**src/vend_pkg.sv**
```systemverilog
package vend_pkg;

    ////////////////////////////////////////////////////////////
    // widths and counts
    ////////////////////////////////////////////////////////////
    localparam int NUM_ITEMS  = 3;
    localparam int ITEM_W     = 2;
    localparam int MONEY_W    = 8;
    localparam int STOCK_W    = 3;
    localparam int CHAR_W     = 8;
    localparam int LINE_CHARS = 16;
    localparam int NAME_CHARS = 7;
    localparam int ADDR_W     = 7;

    typedef logic [ITEM_W-1:0]            item_t;
    typedef logic [MONEY_W-1:0]           money_t;
    typedef logic [STOCK_W-1:0]           stock_t;
    typedef logic [CHAR_W-1:0]            char_t;
    typedef logic [LINE_CHARS*CHAR_W-1:0] line_t;

    // index 3 marks an empty selection
    localparam item_t ITEM_NONE = 2'd3;

    ////////////////////////////////////////////////////////////
    // products and coins
    ////////////////////////////////////////////////////////////
    // prices in units of 100
    localparam money_t PRICE      [NUM_ITEMS] = '{8'd10, 8'd12, 8'd15};
    localparam stock_t INIT_STOCK [NUM_ITEMS] = '{3'd4, 3'd1, 3'd0};
    // coin buttons 0, 1, 2
    localparam money_t COIN_VALUE [NUM_ITEMS] = '{8'd10, 8'd5, 8'd1};

    localparam logic [NAME_CHARS*CHAR_W-1:0] NAME_TEXT [NUM_ITEMS] =
        '{"1.Coke ", "2.Water", "3.Juice"};

    ////////////////////////////////////////////////////////////
    // display codes
    ////////////////////////////////////////////////////////////
    localparam logic [ADDR_W-1:0] ADDR_LINE1 = 7'h0D;
    localparam logic [ADDR_W-1:0] ADDR_LINE2 = 7'h4D;

    localparam char_t CHAR_SPACE = 8'h20;
    localparam char_t CHAR_ZERO  = 8'h30;
    localparam char_t CHAR_WON   = 8'h57;
    localparam char_t CHAR_STAR  = 8'h2A;
    localparam char_t CHAR_SOLD  = 8'h58;
    localparam char_t CHAR_UP    = 8'h5E;
    localparam char_t CHAR_DOWN  = 8'h76;

endpackage

```
**src/vend_buttons.sv**
```systemverilog
`timescale 1ns/1ns

module vend_buttons (
    input  logic        clk,
    input  logic        rst,
    input  logic [11:0] button_sw,
    output logic        up_pulse,
    output logic        down_pulse,
    output logic        select_pulse,
    output logic [2:0]  coin_pulse,
    output logic        buy_pulse,
    output logic        return_pulse
);

    // buttons in use, highest priority on the left
    logic [7:0] level;
    logic [7:0] level_q;
    logic [7:0] rise;

    assign level = {button_sw[10], button_sw[4], button_sw[7], button_sw[0],
                    button_sw[1], button_sw[2], button_sw[9], button_sw[3]};
    assign rise  = level & ~level_q;

    always_ff @(posedge clk) begin
        if (!rst) begin
            level_q      <= '0;
            up_pulse     <= 1'b0;
            down_pulse   <= 1'b0;
            select_pulse <= 1'b0;
            coin_pulse   <= '0;
            buy_pulse    <= 1'b0;
            return_pulse <= 1'b0;
        end else begin
            level_q <= level;
            // one command per cycle, the rest are dropped
            up_pulse     <= rise[7];
            down_pulse   <= ~rise[7] & rise[6];
            select_pulse <= ~|rise[7:6] & rise[5];
            coin_pulse   <= '0;
            if (!(|rise[7:5])) begin
                if (rise[4])      coin_pulse <= 3'b001;
                else if (rise[3]) coin_pulse <= 3'b010;
                else if (rise[2]) coin_pulse <= 3'b100;
            end
            buy_pulse    <= ~|rise[7:2] & rise[1];
            return_pulse <= ~|rise[7:1] & rise[0];
        end
    end

endmodule

```
**src/vend_credit.sv**
```systemverilog
`timescale 1ns/1ns

module vend_credit import vend_pkg::*; #(
    parameter int REFUND_TICK = 1000000
) (
    input  logic                  clk,
    input  logic                  rst,
    input  logic [2:0]            coin_pulse,
    input  logic                  buy_pulse,
    input  logic                  return_pulse,
    input  item_t                 selected_item,
    output money_t                money_display,
    output stock_t                stock_1,
    output stock_t                stock_2,
    output stock_t                stock_3,
    output logic [NUM_ITEMS-1:0]  in_stock,
    output logic                  vend_pulse,
    output logic                  refunding
);

    localparam logic [31:0] TICK_LAST = 32'(REFUND_TICK - 1);

    stock_t      stock [NUM_ITEMS];
    money_t      balance;
    money_t      coin_value;
    logic [8:0]  coin_sum;
    money_t      sel_price;
    logic        sel_valid;
    logic [31:0] tick_cnt;
    logic        tick_done;

    ////////////////////////////////////////////////////////////
    // coin value and purchase decision
    ////////////////////////////////////////////////////////////
    always_comb begin
        coin_value = '0;
        // lowest button wins if more than one is set
        for (int i = NUM_ITEMS - 1; i >= 0; i--) begin
            if (coin_pulse[i]) begin
                coin_value = COIN_VALUE[i];
            end
        end
    end

    assign coin_sum = {1'b0, balance} + {1'b0, coin_value};

    always_comb begin
        for (int i = 0; i < NUM_ITEMS; i++) begin
            in_stock[i] = (stock[i] != '0);
        end
    end

    always_comb begin
        sel_valid = 1'b0;
        sel_price = '0;
        if (selected_item != ITEM_NONE) begin
            sel_valid = in_stock[selected_item];
            sel_price = PRICE[selected_item];
        end
    end

    // balance must exceed the price, equal is refused
    assign vend_pulse = buy_pulse & sel_valid & ~refunding & (balance > sel_price);
    assign tick_done  = (tick_cnt == TICK_LAST);

    ////////////////////////////////////////////////////////////
    // balance, stock and refund countdown
    ////////////////////////////////////////////////////////////
    always_ff @(posedge clk) begin
        if (!rst) begin
            balance   <= '0;
            refunding <= 1'b0;
            tick_cnt  <= '0;
            for (int i = 0; i < NUM_ITEMS; i++) begin
                stock[i] <= INIT_STOCK[i];
            end
        end else if (refunding) begin
            // one unit back per tick, coins and buys locked out
            if (tick_done) begin
                tick_cnt <= '0;
                balance  <= balance - money_t'(1);
                if (balance == money_t'(1)) begin
                    refunding <= 1'b0;
                end
            end else begin
                tick_cnt <= tick_cnt + 32'd1;
            end
        end else if (vend_pulse) begin
            balance              <= balance - sel_price;
            stock[selected_item] <= stock[selected_item] - stock_t'(1);
        end else if (coin_pulse != '0) begin
            // saturate at 255
            balance <= coin_sum[8] ? '1 : coin_sum[7:0];
        end else if (return_pulse && balance != '0) begin
            refunding <= 1'b1;
            tick_cnt  <= '0;
        end
    end

    assign money_display = balance;
    assign stock_1       = stock[0];
    assign stock_2       = stock[1];
    assign stock_3       = stock[2];

endmodule

```
**src/vend_lcd_text.sv**
```systemverilog
`timescale 1ns/1ns

module vend_lcd_text import vend_pkg::*; (
    input  logic                  clk,
    input  logic                  rst,
    input  logic                  window_top,
    input  item_t                 selected_item,
    input  logic [NUM_ITEMS-1:0]  in_stock,
    output line_t                 line1_text,
    output line_t                 line2_text
);

    item_t                 line1_item;
    item_t                 line2_item;
    logic [NUM_ITEMS-1:0]  reset_in_stock;

    ////////////////////////////////////////////////////////////
    // one text line
    ////////////////////////////////////////////////////////////
    // layout: name(7) space price(2) "00W" star sold arrow
    function automatic line_t build_line(
        input item_t                item,
        input item_t                sel,
        input logic [NUM_ITEMS-1:0] stock_ok,
        input char_t                arrow
    );
        money_t price;
        line_t  text;
        price        = PRICE[item];
        text[127:72] = NAME_TEXT[item];
        text[71:64]  = CHAR_SPACE;
        // two price digits
        text[63:56]  = CHAR_ZERO + char_t'(price / money_t'(10));
        text[55:48]  = CHAR_ZERO + char_t'(price % money_t'(10));
        text[47:24]  = {CHAR_ZERO, CHAR_ZERO, CHAR_WON};
        text[23:16]  = (item == sel) ? CHAR_STAR : CHAR_SPACE;
        text[15:8]   = stock_ok[item] ? CHAR_SPACE : CHAR_SOLD;
        text[7:0]    = arrow;
        return text;
    endfunction

    // line 2 always shows the item after line 1
    assign line1_item = {1'b0, window_top};
    assign line2_item = {1'b0, window_top} + item_t'(1);

    always_comb begin
        for (int i = 0; i < NUM_ITEMS; i++) begin
            reset_in_stock[i] = (INIT_STOCK[i] != '0);
        end
    end

    ////////////////////////////////////////////////////////////
    // registered lines
    ////////////////////////////////////////////////////////////
    always_ff @(posedge clk) begin
        if (!rst) begin
            // window 0, nothing selected, initial stock
            line1_text <= build_line(item_t'(0), ITEM_NONE, reset_in_stock, CHAR_UP);
            line2_text <= build_line(item_t'(1), ITEM_NONE, reset_in_stock, CHAR_DOWN);
        end else begin
            line1_text <= build_line(line1_item, selected_item, in_stock, CHAR_UP);
            line2_text <= build_line(line2_item, selected_item, in_stock, CHAR_DOWN);
        end
    end

endmodule

```
**src/vend_select.sv**
```systemverilog
`timescale 1ns/1ns

module vend_select import vend_pkg::*; (
    input  logic                  clk,
    input  logic                  rst,
    input  logic                  up_pulse,
    input  logic                  down_pulse,
    input  logic                  select_pulse,
    input  logic                  vend_pulse,
    input  logic [NUM_ITEMS-1:0]  in_stock,
    output item_t                 selected_item,
    output logic                  window_top,
    output logic [ADDR_W-1:0]     ddram_address
);

    localparam item_t LAST_ROW = item_t'(NUM_ITEMS - 1);

    // cursor row doubles as the item under the cursor
    item_t cursor_row;

    ////////////////////////////////////////////////////////////
    // cursor and scrolling window
    ////////////////////////////////////////////////////////////
    always_ff @(posedge clk) begin
        if (!rst) begin
            cursor_row    <= '0;
            window_top    <= 1'b0;
            ddram_address <= ADDR_LINE1;
        end else if (up_pulse) begin
            if (cursor_row != '0) begin
                cursor_row    <= cursor_row - item_t'(1);
                ddram_address <= ADDR_LINE1;
                // cursor lands on line 1, so it becomes the top item
                window_top    <= (cursor_row == 2'd2);
            end
        end else if (down_pulse) begin
            if (cursor_row != LAST_ROW) begin
                cursor_row    <= cursor_row + item_t'(1);
                ddram_address <= ADDR_LINE2;
                // cursor lands on line 2, old row stays on top
                window_top    <= (cursor_row == 2'd1);
            end
        end
    end

    ////////////////////////////////////////////////////////////
    // selection toggle
    ////////////////////////////////////////////////////////////
    always_ff @(posedge clk) begin
        if (!rst) begin
            selected_item <= ITEM_NONE;
        end else if (vend_pulse) begin
            // purchase taken
            selected_item <= ITEM_NONE;
        end else if (select_pulse) begin
            if (selected_item == cursor_row) begin
                selected_item <= ITEM_NONE;
            end else if (in_stock[cursor_row]) begin
                selected_item <= cursor_row;
            end
        end
    end

endmodule

```
**src/vend_top.sv**
```systemverilog
`timescale 1ns/1ns

module vend_top import vend_pkg::*; #(
    parameter int REFUND_TICK = 1000000
) (
    input  logic               clk,
    input  logic               rst,
    input  logic [11:0]        button_sw,
    output money_t             money_display,
    output stock_t             stock_1,
    output stock_t             stock_2,
    output stock_t             stock_3,
    output item_t              selected_item,
    output logic               refunding,
    output line_t              line1_text,
    output line_t              line2_text,
    output logic [ADDR_W-1:0]  ddram_address
);

    // command pulses
    logic                  up_pulse;
    logic                  down_pulse;
    logic                  select_pulse;
    logic [2:0]            coin_pulse;
    logic                  buy_pulse;
    logic                  return_pulse;

    // credit to select and text
    logic [NUM_ITEMS-1:0]  in_stock;
    logic                  vend_pulse;
    logic                  window_top;

    ////////////////////////////////////////////////////////////
    // command decode
    ////////////////////////////////////////////////////////////
    vend_buttons vend_buttons_i (
        .clk          (clk),
        .rst          (rst),
        .button_sw    (button_sw),
        .up_pulse     (up_pulse),
        .down_pulse   (down_pulse),
        .select_pulse (select_pulse),
        .coin_pulse   (coin_pulse),
        .buy_pulse    (buy_pulse),
        .return_pulse (return_pulse)
    );

    vend_select vend_select_i (
        .clk           (clk),
        .rst           (rst),
        .up_pulse      (up_pulse),
        .down_pulse    (down_pulse),
        .select_pulse  (select_pulse),
        .vend_pulse    (vend_pulse),
        .in_stock      (in_stock),
        .selected_item (selected_item),
        .window_top    (window_top),
        .ddram_address (ddram_address)
    );

    ////////////////////////////////////////////////////////////
    // money, stock and display
    ////////////////////////////////////////////////////////////
    vend_credit #(
        .REFUND_TICK (REFUND_TICK)
    ) vend_credit_i (
        .clk           (clk),
        .rst           (rst),
        .coin_pulse    (coin_pulse),
        .buy_pulse     (buy_pulse),
        .return_pulse  (return_pulse),
        .selected_item (selected_item),
        .money_display (money_display),
        .stock_1       (stock_1),
        .stock_2       (stock_2),
        .stock_3       (stock_3),
        .in_stock      (in_stock),
        .vend_pulse    (vend_pulse),
        .refunding     (refunding)
    );

    vend_lcd_text vend_lcd_text_i (
        .clk           (clk),
        .rst           (rst),
        .window_top    (window_top),
        .selected_item (selected_item),
        .in_stock      (in_stock),
        .line1_text    (line1_text),
        .line2_text    (line2_text)
    );

endmodule
```
**config.mk**
```make
export PLATFORM = sky130hd
export DESIGN_NAME = vend_top
export DESIGN_NICKNAME = d
export VERILOG_FILES = /design/src/vend_pkg.sv /design/src/vend_buttons.sv /design/src/vend_credit.sv /design/src/vend_lcd_text.sv /design/src/vend_select.sv /design/src/vend_top.sv
export SDC_FILE = /design/constraint.sdc
export NUM_CORES = 1
export LEC_CHECK = 0
export BUFFER_PORTS_ARGS = -buffer_cell sky130_fd_sc_hd__buf_2
export CAP_MARGIN = 25
export CORE_AREA = 2 2 125 127
export CTS_CLUSTER_DIAMETER = 60
export DETAILED_ROUTE_END_ITERATION = 10
export DIE_AREA = 0 0 127 129
export GPL_TIMING_DRIVEN = 0
export PLACE_DENSITY = 0.78
export SYNTH_ARGS = -nofsm -noshare
export SYNTH_HDL_FRONTEND = slang
export SYNTH_SLANG_ARGS = --single-unit
```
**constraint.sdc**
```tcl
create_clock -name clk -period 3 [get_ports clk]
set_clock_uncertainty 0.05 [all_clocks]
set_input_delay 0.15 -clock clk [delete_from_list [all_inputs] [get_ports clk]]
set_output_delay 0.15 -clock clk [all_outputs]
set_load 0.03 [all_outputs]
```
==> results of run 1 <==
kinds of logic after synthesis:
family          after synthesis  synth area share (%)
buf+inv                     305                  32.7
simple gates                215                  17.2
compound gates               99                  11.3
flops                        86                  28.5
xor+xnor                     31                  4.20
fa+ha+maj                    21                  4.29
mux                           7                  1.68
other cells                   2                 0.116
where the power goes:
| group | leakage (nW) | switching, W | total (W) | internal, W |
|---|---|---|---|---|
| combinational | 3.62 | 0.000705 | 0.00110 | 0.000394 |
| sequential | 0.716 | 0.0000367 | 0.00124 | 0.00121 |
| clock | 0.159 | 0.000439 | 0.00122 | 0.000779 |
stage by stage:
stage               hold slack [ps]  TNS, ps
floorplan                       222        0
global placement                323   -10370
detailed placement              326   -12380
CTS                           0.150        0
global route                   31.1    -1510
finish                         8.19     -157
worst register-to-register path, stage by stage, from the launching register on:
cell and delay (ps):
dfxtp_4 360, buf_6 120, ha_4 170, nor2_4 100, or2_4 140, inv_2 40, fa_2 360, nand2b_4 160
a211oi_4 300, o211ai_1 170, buf_4 190, nor2_4 120, buf_12 150, o41ai_2 70, a221o_1 290, o311a_1 120
path summary, 6_finish.rpt:
check	cells past startpoint	endpoint	slack (ps)	startpoint
hold reg to reg	1	vend_buttons_i.coin_pulse[2]	360	vend_buttons_i.level_q[2]
setup reg to reg	15	vend_credit_i.money_display[6]	-20	vend_select_i.selected_item[1]
setup / recovery	15	vend_credit_i.money_display[6]	-20	vend_select_i.selected_item[1]
hold / removal	3	vend_buttons_i.level_q[2]	8	button_sw[2]
what timing repair did:
| item | CTS | global route |
|---|---|---|
| endpoints found under the setup margin | 56 | 55 |
| gates cloned | 0 | 2 |
| pin swaps | 9 | 27 |
| gates resized for setup | 25 | 56 |
| hold buffers | 4 | 0 |
| endpoints found under the hold margin | 4 | 0 |
| buffers inserted | 12 | 10 |
flip-flops by register name, indices dropped and copies added (netlist names), 2 cells and up, named ones only:
register,flops
vend_lcd_text_i.line2_text,5
vend_select_i.selected_item,2
vend_select_i.cursor_row,2
vend_credit_i.money_display,8
vend_buttons_i.coin_pulse,3
vend_credit_i.tick_cnt,32
vend_buttons_i.level_q,8
vend_lcd_text_i.line1_text,4
vend_credit_i.stock,12
cell usage after synthesis, drive strengths merged, types with 2 or more instances:
library cell,count,area share [%]
or3,3,0.29
xnor2,16,2.2
and2,10,0.97
nand2b,8,0.77
o311ai,2,0.27
nor3,18,1.5
nor4b,3,0.41
edfxtp,12,5.6
a2111oi,2,0.56
o211a,3,0.58
dfxtp,74,23
nor2b,7,0.68
nor2,51,3.0
or2,3,0.29
o211ai,3,0.35
o2111ai,2,0.27
a21o,6,0.70
ha,19,3.7
o22ai,3,0.29
a211oi,5,0.58
mux2i,3,0.46
conb,2,0.12
xor2,15,2.0
o21ai,15,1.2
fa,2,0.62
clkbuf,11,0.64
mux4,3,1.0
nand3,28,2.2
nor4,8,0.87
a21oi,25,2.2
o2bb2ai,2,0.27
and4,4,0.54
nor3b,4,0.46
nand2,42,2.5
inv,29,1.7
nand4,9,0.87
buf,264,30
a221oi,3,0.41
or4,2,0.29
a31oi,4,0.39
o221a,2,0.35
o21a,7,0.81
a41o,2,0.31
and3,12,1.2
o41ai,4,0.54
per-layer routing:
metal | routed length, um | vias up | global-route usage (%)
met4 | 490 | 0 | 8.21
met3 | 1150 | 39 | 4.32
met5 | 0 | - | 0
met2 | 8790 | 229 | 34.3
met1 | 5580 | 2462 | 18.2
li1 | - | 2793 | -
cell type report:
| class | instances | area (sq um) | share of cell area [%] |
|---|---|---|---|
| multi-input cells | 590 | 3630 | 40.9 |
| plain buffers | 275 | 2060 | 23.1 |
| flip-flops and latches | 86 | 1850 | 20.8 |
| repair buffers | 106 | 661 | 7.43 |
| clock buffers | 13 | 262 | 2.94 |
| well taps | 188 | 235 | 2.65 |
| inverters | 30 | 126 | 1.42 |
| clock inverters | 3 | 65.1 | 0.732 |
==> impl_metrics.ini, run 1 <==
[critical_path]
crit_buf_inv = 4
critical_path_required_ps = 3180
worstPathArrival_ps = 3200
crit_path_max_fanout = 7
crit_path_end_kind = flip-flop
critical_path.top_delay_family = compound AO/OA/AOI/OAI gates
start_kind = flip-flop
slowest_delay_ps = 360
cp_common_cell = nor2_4
crit_chain = buf_6 -> ha_4 -> nor2_4 -> or2_4 -> inv_2 -> fa_2 -> nand2b_4 -> a211oi_4 -> o211ai_1 -> buf_4 -> nor2_4 -> buf_12 -> o41ai_2 -> a221o_1 -> o311a_1
cp_slowest_cell = dfxtp_4
critPathKind = reg2reg

[place]
port_buffers = 78
pre_cts_ws_ps = -305
dpl_cell_area_sq_mm = 0.00795
dpl.cell_count = 1247
gp_congestion = 0.910
dp_hpwl_mm = 11.7

[power]
vdd.ir_drop.worst_mv = 0.282
p_per_area_mw_per_mm2 = 401
power_w = 0.00356
p_leak_nw = 4.50

[synthesis]
synthArstFlopShare_pct = 0
ys_ff_latch = 86
yosys_warnings = 0
synth_cell_types = 72
yosysSeqAreaShare_pct = 28.5
synthCells = 766
syn_avg_cell_area_sq_um = 8.44
synth_edf_count = 12
netlist_area_sq_mm = 0.00647
synth_ff_type = dfxtp_1

[die]
die_w_um = 127
die_h_um = 129
coreArea_sq_mm = 0.0150
num_io_pins = 297
design.die.area_sq_mm = 0.0164
initial_core_util_pct = 43.2
num_rows = 45

[run]
max_cap_violations = 0

[layout]
fillers = 1277
final_cell_mix = buf_4, conb_1, buf_2
finalNonFillerCells = 1291
diodes = 0
final_util_pct = 59.3
fin_area_sq_mm = 0.00889
layout_commonest_cell = buf_4
drive_gt1_share_pct = 40.9
syn2layout_area_growth_pct = 37.4
final_nets = 1133

[clock_tree]
clk_pin_slew_worst_paths_ps = 60
cts.htree.levels = 3
cts_buffers = 9
cts_root_buf = clkbuf_16
worstSkewPairLatency_ps = 340
cts_sinks = 86
ctsLongestPathBuffers = 2
cts_tree = yes

[route]
wirelength_mm = 16.0
drtIter0Drc = 259
ant_nets = 0
viasPerCell = 4.28
vias = 5523
remaining_drc_errors = 0
drtPass1Iterations = 5
route.detailed.wl_per_inst_um = 12.4

[grt]
overflow = 0
grt_pass1_wl_mm = 23.3
grt_antenna_before_repair = 0
grt_pass1_vias = 4756
grt.total_usage_pct = 17.8
grt_max_degree = 21

[timing]
fin_crit_sh_pct = 101
worst_slack_ps = -23.7
worstMarginPinSlew_ps = 997
drv_slew = 0
fin_crit_ps = 3020
relSlewSlack_pct = 32.7
setup_violations = 8
hold_viol_final = 0
rsz0062_at_grt = yes
clock.fmax_mhz = 331

[status]
violations = setup timing
status = finished with violations

[min_path]
hp-class = in2reg
Power figures use the tool's default switching activity.
==> run 2, diff against run 1 <==
--- a/config.mk
+++ b/config.mk
@@ -7,12 +7,13 @@
 export LEC_CHECK = 0
 export BUFFER_PORTS_ARGS = -buffer_cell sky130_fd_sc_hd__buf_2
 export CAP_MARGIN = 25
-export CORE_AREA = 2 2 125 127
+export CORE_AREA = 2 2 115 117
 export CTS_CLUSTER_DIAMETER = 60
 export DETAILED_ROUTE_END_ITERATION = 10
-export DIE_AREA = 0 0 127 129
+export DIE_AREA = 0 0 117 119
 export GPL_TIMING_DRIVEN = 0
-export PLACE_DENSITY = 0.78
+export PLACE_DENSITY = 0.86
 export SYNTH_ARGS = -nofsm -noshare
 export SYNTH_HDL_FRONTEND = slang
+export SYNTH_HIERARCHICAL = 1
 export SYNTH_SLANG_ARGS = --single-unit
==> constraint.sdc (replaced) <==
create_clock -name clk -period 3.71 [get_ports clk]
set_clock_uncertainty 0.05 [all_clocks]
set_input_delay 0.1855 -clock clk [delete_from_list [all_inputs] [get_ports clk]]
set_output_delay 0.1855 -clock clk [all_outputs]
set_load 0.03 [all_outputs]
==> impl_metrics.ini, run 2 <==
[critical_path]
worstPathArrival_ps = 3630
crit_path_max_fanout = 13
start_kind = flip-flop
critical_path_required_ps = 3900
critPathKind = reg2reg
crit_path_end_kind = flip-flop

[synthesis]
ys_ff_latch = 84
syn_avg_cell_area_sq_um = 8.38
synthCells = 771
synth_edf_count = 12
yosys_warnings = 6
synthArstFlopShare_pct = 0
synth_cell_types = 80
yosysSeqAreaShare_pct = 27.9
ys_top_cells_by_area = buf_4, dfxtp_1, edfxtp_1
netlist_area_sq_mm = 0.00646
synth_top_area_cell = buf_4
synth_ff_type = dfxtp_1
synthTopCellsByCount = buf_4, nor2_1, dfxtp_1, nand2_1, xnor2_1
synth.most_common_cell = buf_4
synth_top_area_share_pct = 29.4

[grt]
overflow = 0
grt_pass1_vias = 4496
grt.total_usage_pct = 19.3
grt_antenna_before_repair = 0
grt_max_degree = 27
grt_pass1_wl_mm = 21.4

[timing]
fin_crit_sh_pct = 92.8
relSlewSlack_pct = 60.0
hold_viol_final = 0
rsz0062_at_grt = no
clock.fmax_mhz = 290
drv_slew = 0
worstMarginPinSlew_ps = 598
worst_slack_ps = 266
setup_violations = 0
fin_crit_ps = 3440

[place]
port_buffers = 78
dp_hpwl_mm = 11.0
dpl.cell_count = 1237
gp_congestion = 0.915
pre_cts_ws_ps = -51.7

[route]
route.detailed.wl_per_inst_um = 11.3
drtIter0Drc = 434
remaining_drc_errors = 0
viasPerCell = 4.26
wirelength_mm = 14.1
vias = 5338
ant_nets = 0
drtPass1Iterations = 5

[clock_tree]
postCtsHoldBufs = 0
cts_sinks = 84
cts_resized = 2
cts_root_buf = clkbuf_16
ctsLongestPathBuffers = 2
worstSkewPairLatency_ps = 340
cts_buffers = 9
cts_tree = yes
cts_setup_buffers = 0
cts.htree.levels = 3
clk_pin_slew_worst_paths_ps = 60

[layout]
finalNonFillerCells = 1252
final_util_pct = 63.7
final_nets = 1106
drive_gt1_share_pct = 36.2
final_cell_mix = buf_4, conb_1, buf_2
top_regs = vend_credit_i/tick_cnt x32, vend_credit_i/stock x12
layout_commonest_cell = buf_4
regMostFlops = vend_credit_i/tick_cnt
syn2layout_area_growth_pct = 26.8
diodes = 0
largest_reg_flops = 32

[power]
clkPwrFrac_pct = 34.3
vdd.ir_drop.worst_mv = 0.267
p_leak_nw = 4.14
netSwitchingPower_w = 0.000971
p_per_area_mw_per_mm2 = 348
intPower_w = 0.00188
comb_power_share_pct = 31.0
power_frac_seq_pct = 34.8
power_w = 0.00285
p_sw_share_pct = 34.0

[die]
num_io_pins = 297
die_h_um = 119
initial_core_util_pct = 50.2
num_rows = 42
design.die.area_sq_mm = 0.0139
die_w_um = 117
coreArea_sq_mm = 0.0129

[run]
max_cap_violations = 0

[status]
status = finished clean

[min_path]
hp-class = in2reg
==> run 2: cell count changes after synthesis, moves of 6 or more <==
cell     previous run  this run
a21oi_1            23        12
and2_1             10         3
and2_2              0         7
and3_1             12         5
buf_2              10         4
nand2_1            41        34
nand3_1            27        19
nor2_1             50        77
xnor2_1            16        32
xor2_1             15         4
==> run 2: worst paths after layout <==
| check | start | cells after the start | slack (ps) | end |
|---|---|---|---|---|
| min | button_sw[9] | 2 | 20 | vend_buttons_i/level_q[1] |
| max reg2reg | vend_select_i/selected_item[0] | 13 | 270 | vend_credit_i/money_display[3] |
| max | vend_select_i/selected_item[0] | 13 | 270 | vend_credit_i/money_display[3] |
| min reg2reg | vend_buttons_i/level_q[0] | 1 | 360 | vend_buttons_i/return_pulse |
==> run 2: critical path, stage by stage, from the launching register on <==
cell,delay [ps]
dfxtp_2,510
inv_1,130
ha_1,280
nor2_1,100
or2_2,120
inv_1,50
fa_1,440
nor2b_1,170
nor3_1,80
o21ai_1,280
a211oi_2,210
nor2_1,440
o21ai_0,180
a32o_1,280
==> run 2: final cells by class <==
cell class                      instances  area, sq um
Fill cell                            1096         4680
Multi-Input combinational cell        601         3370
Buffer                                266         1970
Sequential cell                        84         1800
Timing Repair Buffer                   78          390
Clock buffer                           12          256
Tap cell                              176          220
Inverter                               31          116
Clock inverter                          4         72.6
==> run 2: kinds of logic after synthesis <==
kind of cell | synth area share [%]
DFF | 27.9
buffers and inverters | 32.3
muxes | 2.07
xor gates and xnor gates | 4.88
other | 0.291
AOI/OAI and AO/OA | 9.24
adders and majority gates | 4.30
and+or+nand+nor | 19.0
==> run 2: per-layer routing <==
metal	vias up	GRT usage (%)	part of all wire (%)
met1	2352	20.2	36
met3	39	4.02	7.8
met5	-	0	0
met4	0	7.65	3.1
met2	237	36.6	53
li1	2710	-	-
==> run 2: power by group through the flow <==
| stage | Combinational, W | Sequential, W | Clock (W) |
|---|---|---|---|
| finish | 0.000884 | 0.000992 | 0.000978 |
| global placement | 0.000848 | 0.00101 | 0 |
| floorplan | 0.000734 | 0.00103 | 0 |
| detailed placement | 0.000854 | 0.00101 | 0 |
| global route | 0.000942 | 0.000996 | 0.00103 |
| CTS | 0.000860 | 0.000991 | 0.000998 |
==> run 2: per-stage QoR <==
stage | TNS [ps] | cell area [sq um] | hold slack, ps
2_1_floorplan | 0 | 7260 | 197
3_3_place_gp | -20.3 | 7870 | 344
3_5_place_dp | -96.5 | 7870 | 349
4_1_cts | 0 | 8200 | 8.37
5_1_grt | 0 | 8200 | 21.1
6_report | 0 | 8200 | 19.2
==> run 3, diff against run 2 <==
--- a/config.mk
+++ b/config.mk
@@ -5,14 +5,15 @@
 export SDC_FILE = /design/constraint.sdc
 export NUM_CORES = 1
 export LEC_CHECK = 0
+export ABC_AREA = 1
 export BUFFER_PORTS_ARGS = -buffer_cell sky130_fd_sc_hd__buf_2
 export CAP_MARGIN = 25
-export CORE_AREA = 2 2 115 117
+export CORE_AREA = 2 2 119 121
 export CTS_CLUSTER_DIAMETER = 60
 export DETAILED_ROUTE_END_ITERATION = 10
-export DIE_AREA = 0 0 117 119
+export DIE_AREA = 0 0 121 123
 export GPL_TIMING_DRIVEN = 0
-export PLACE_DENSITY = 0.86
+export PLACE_DENSITY = 0.87
 export SYNTH_ARGS = -nofsm -noshare
 export SYNTH_HDL_FRONTEND = slang
 export SYNTH_HIERARCHICAL = 1
==> impl_metrics.ini, run 3 <==
[status]
status = finished clean

[route]
vias = 6810
ant_nets = 0
wirelength_mm = 17.4
drtIter0Drc = 499
remaining_drc_errors = 0
viasPerCell = 4.46
route.detailed.wl_per_inst_um = 11.4
drtPass1Iterations = 5

[synthesis]
syn_avg_cell_area_sq_um = 6.97
netlist_area_sq_mm = 0.00722
ys_top_cells_by_area = buf_4, dfxtp_1, nand2_1
synth_top_area_share_pct = 26.3
synthTopCellsByCount = buf_4, nand2_1, nor2_1, inv_1, dfxtp_1
ys_ff_latch = 84
synth_cell_types = 45
synth.most_common_cell = buf_4
synthCells = 1035
synthArstFlopShare_pct = 0
yosysSeqAreaShare_pct = 25.0
yosys_warnings = 6
synth_top_area_cell = buf_4
synth_edf_count = 12
synth_ff_type = dfxtp_1

[place]
dp_hpwl_mm = 13.4
dpl.cell_count = 1505
port_buffers = 78
gp_congestion = 0.988
dpl_cell_area_sq_mm = 0.00863

[critical_path]
critical_path_required_ps = 3720
crit_buf_inv = 3
crit_path_max_fanout = 13
rr_endpoint = vend_credit_i/stock[2][1]
reg2reg_depth = 14
cp_common_cell = nand2_1
slowest_delay_ps = 510
worstPathArrival_ps = 3430
start_kind = flip-flop
ff2ff_setup_slack_ps = 290
crit_path_end_kind = flip-flop
rr_startpoint = vend_select_i/selected_item[1]
critical_path.top_delay_family = simple AND/OR/NAND/NOR gates
crit_chain = inv_1 -> ha_1 -> o21ai_0 -> inv_1 -> fa_1 -> inv_1 -> nand3_1 -> nand2_1 -> nand2_1 -> nand2_2 -> nand3_4 -> nor2_1 -> nand2_1 -> nand2_1
cp_slowest_cell = dfxtp_2
critPathKind = reg2reg

[layout]
final_util_pct = 65.9
regMostFlops = vend_credit_i/tick_cnt
drive_gt1_share_pct = 30.8
fin_area_sq_mm = 0.00897
largest_reg_flops = 32
final_nets = 1376
final_cell_mix = buf_4, conb_1, nand2_1
syn2layout_area_growth_pct = 24.3
fillers = 1223
finalNonFillerCells = 1526
top_regs = vend_credit_i/tick_cnt x32, vend_credit_i/stock x12
layout_commonest_cell = buf_4
diodes = 0

[timing]
setup_violations = 0
hold_viol_final = 0
hold-worst-slack_ps = 11.7
relSlewSlack_pct = 57.5
fin_crit_sh_pct = 92.2
rsz0062_at_grt = no
fin_setup_tns_ps = 0
drv_slew = 0
clock.fmax_mhz = 292
worstMarginPinSlew_ps = 637
fin_crit_ps = 3420

[min_path]
hold_path_end = vend_buttons_i/level_q[2]
min-delay-start = button_sw[2]
hp-class = in2reg
holdPathStages = 3

[die]
num_rows = 43
die_w_um = 121
num_io_pins = 297
initial_core_util_pct = 53.0
design.die.area_sq_mm = 0.0149
coreArea_sq_mm = 0.0136
die_h_um = 123

[clock_tree]
cts_root_buf = clkbuf_16
cts_tree = yes
cts.htree.levels = 3
ctsLongestPathBuffers = 2
cts_sinks = 84
cts_setup_buffers = 0
cts_buffers = 9
clk_pin_slew_worst_paths_ps = 70
worstSkewPairLatency_ps = 350

[run]
max_cap_violations = 0

[grt]
grt.total_usage_pct = 22.4
grt_max_degree = 21
grt_pass1_wl_mm = 27.1
overflow = 0
grt_pass1_vias = 5766
grt_antenna_before_repair = 0

[power]
p_leak_nw = 4.85
vdd.ir_drop.worst_mv = 0.213
p_per_area_mw_per_mm2 = 338
run 3: routing by layer:
metal,GRT usage (%),wire [um],vias up
met5,0,0,-
met1,26.7,6750,2990
met3,4.15,1680,28
met2,41.1,8680,363
li1,-,-,3429
met4,6.54,293,0
run 3: layout make-up:
type / instances / area, sq um / area share [%]
timing repair buffer: 83 / 440 / 4.91
multi-input combinational: 799 / 3820 / 42.6
inverter: 93 / 357 / 3.97
buffer: 271 / 2030 / 22.6
clock buffer: 9 / 225 / 2.51
tap: 180 / 225 / 2.51
sequential: 84 / 1800 / 20.1
clock inverter: 7 / 65.1 / 0.725
run 3: worst max path at each step:
stage,to,startpoint,cells after the start,slack [ps]
3_3_place_gp,vend_credit_i/stock[2][2],vend_select_i/selected_item[1],14,230
5_1_grt,vend_credit_i/stock[2][0],vend_select_i/selected_item[1],14,40
6_report,vend_credit_i/stock[2][1],vend_select_i/selected_item[1],14,290
3_5_place_dp,vend_credit_i/stock[2][1],vend_select_i/selected_item[1],14,120
4_1_cts,vend_credit_i/stock[2][1],vend_select_i/selected_item[1],14,100
2_1_floorplan,vend_credit_i/stock[2][0],vend_select_i/selected_item[1],14,480
run 3: cell families (layout without fill, tap and decap cells):
family	count (synthesis)	after routing	share of synthesized area, %
XOR/XNOR	12	12	1.46
AND/OR/NAND/NOR	460	460	29.4
AO/OA/AOI/OAI	89	89	6.97
adder cells (fa/ha/maj)	21	21	3.85
flip-flops	84	84	25.0
buffers and inverters	364	463	33.1
other	5	217	0.260
run 3: report_power, final:
part	switching (W)	leakage, nW	total, W	internal (W)
Clock	0.000412	0.146	0.000884	0.000473
Sequential	0.0000504	0.699	0.00102	0.000966
Combinational	0.000759	4.01	0.00113	0.000368
run 3: what timing repair did:
item                       CTS  global route
resized for setup            0             2
setup endpoints to repair    0            21
hold endpoints to repair     5             0
hold buffers                 5             0
run 3: tightest hold or removal path, stage by stage:
cell and delay [ps]:
buf_2 110, nand2_1 50, inv_1 40
run 3: through the flow:
stage | worst slack, ps | power (W)
6_report | 290 | 0.00303
3_5_place_dp | 118 | 0.00213
5_1_grt | 43.3 | 0.00318
4_1_cts | 99.3 | 0.00301
3_3_place_gp | 231 | 0.00211
2_1_floorplan | 483 | 0.00197
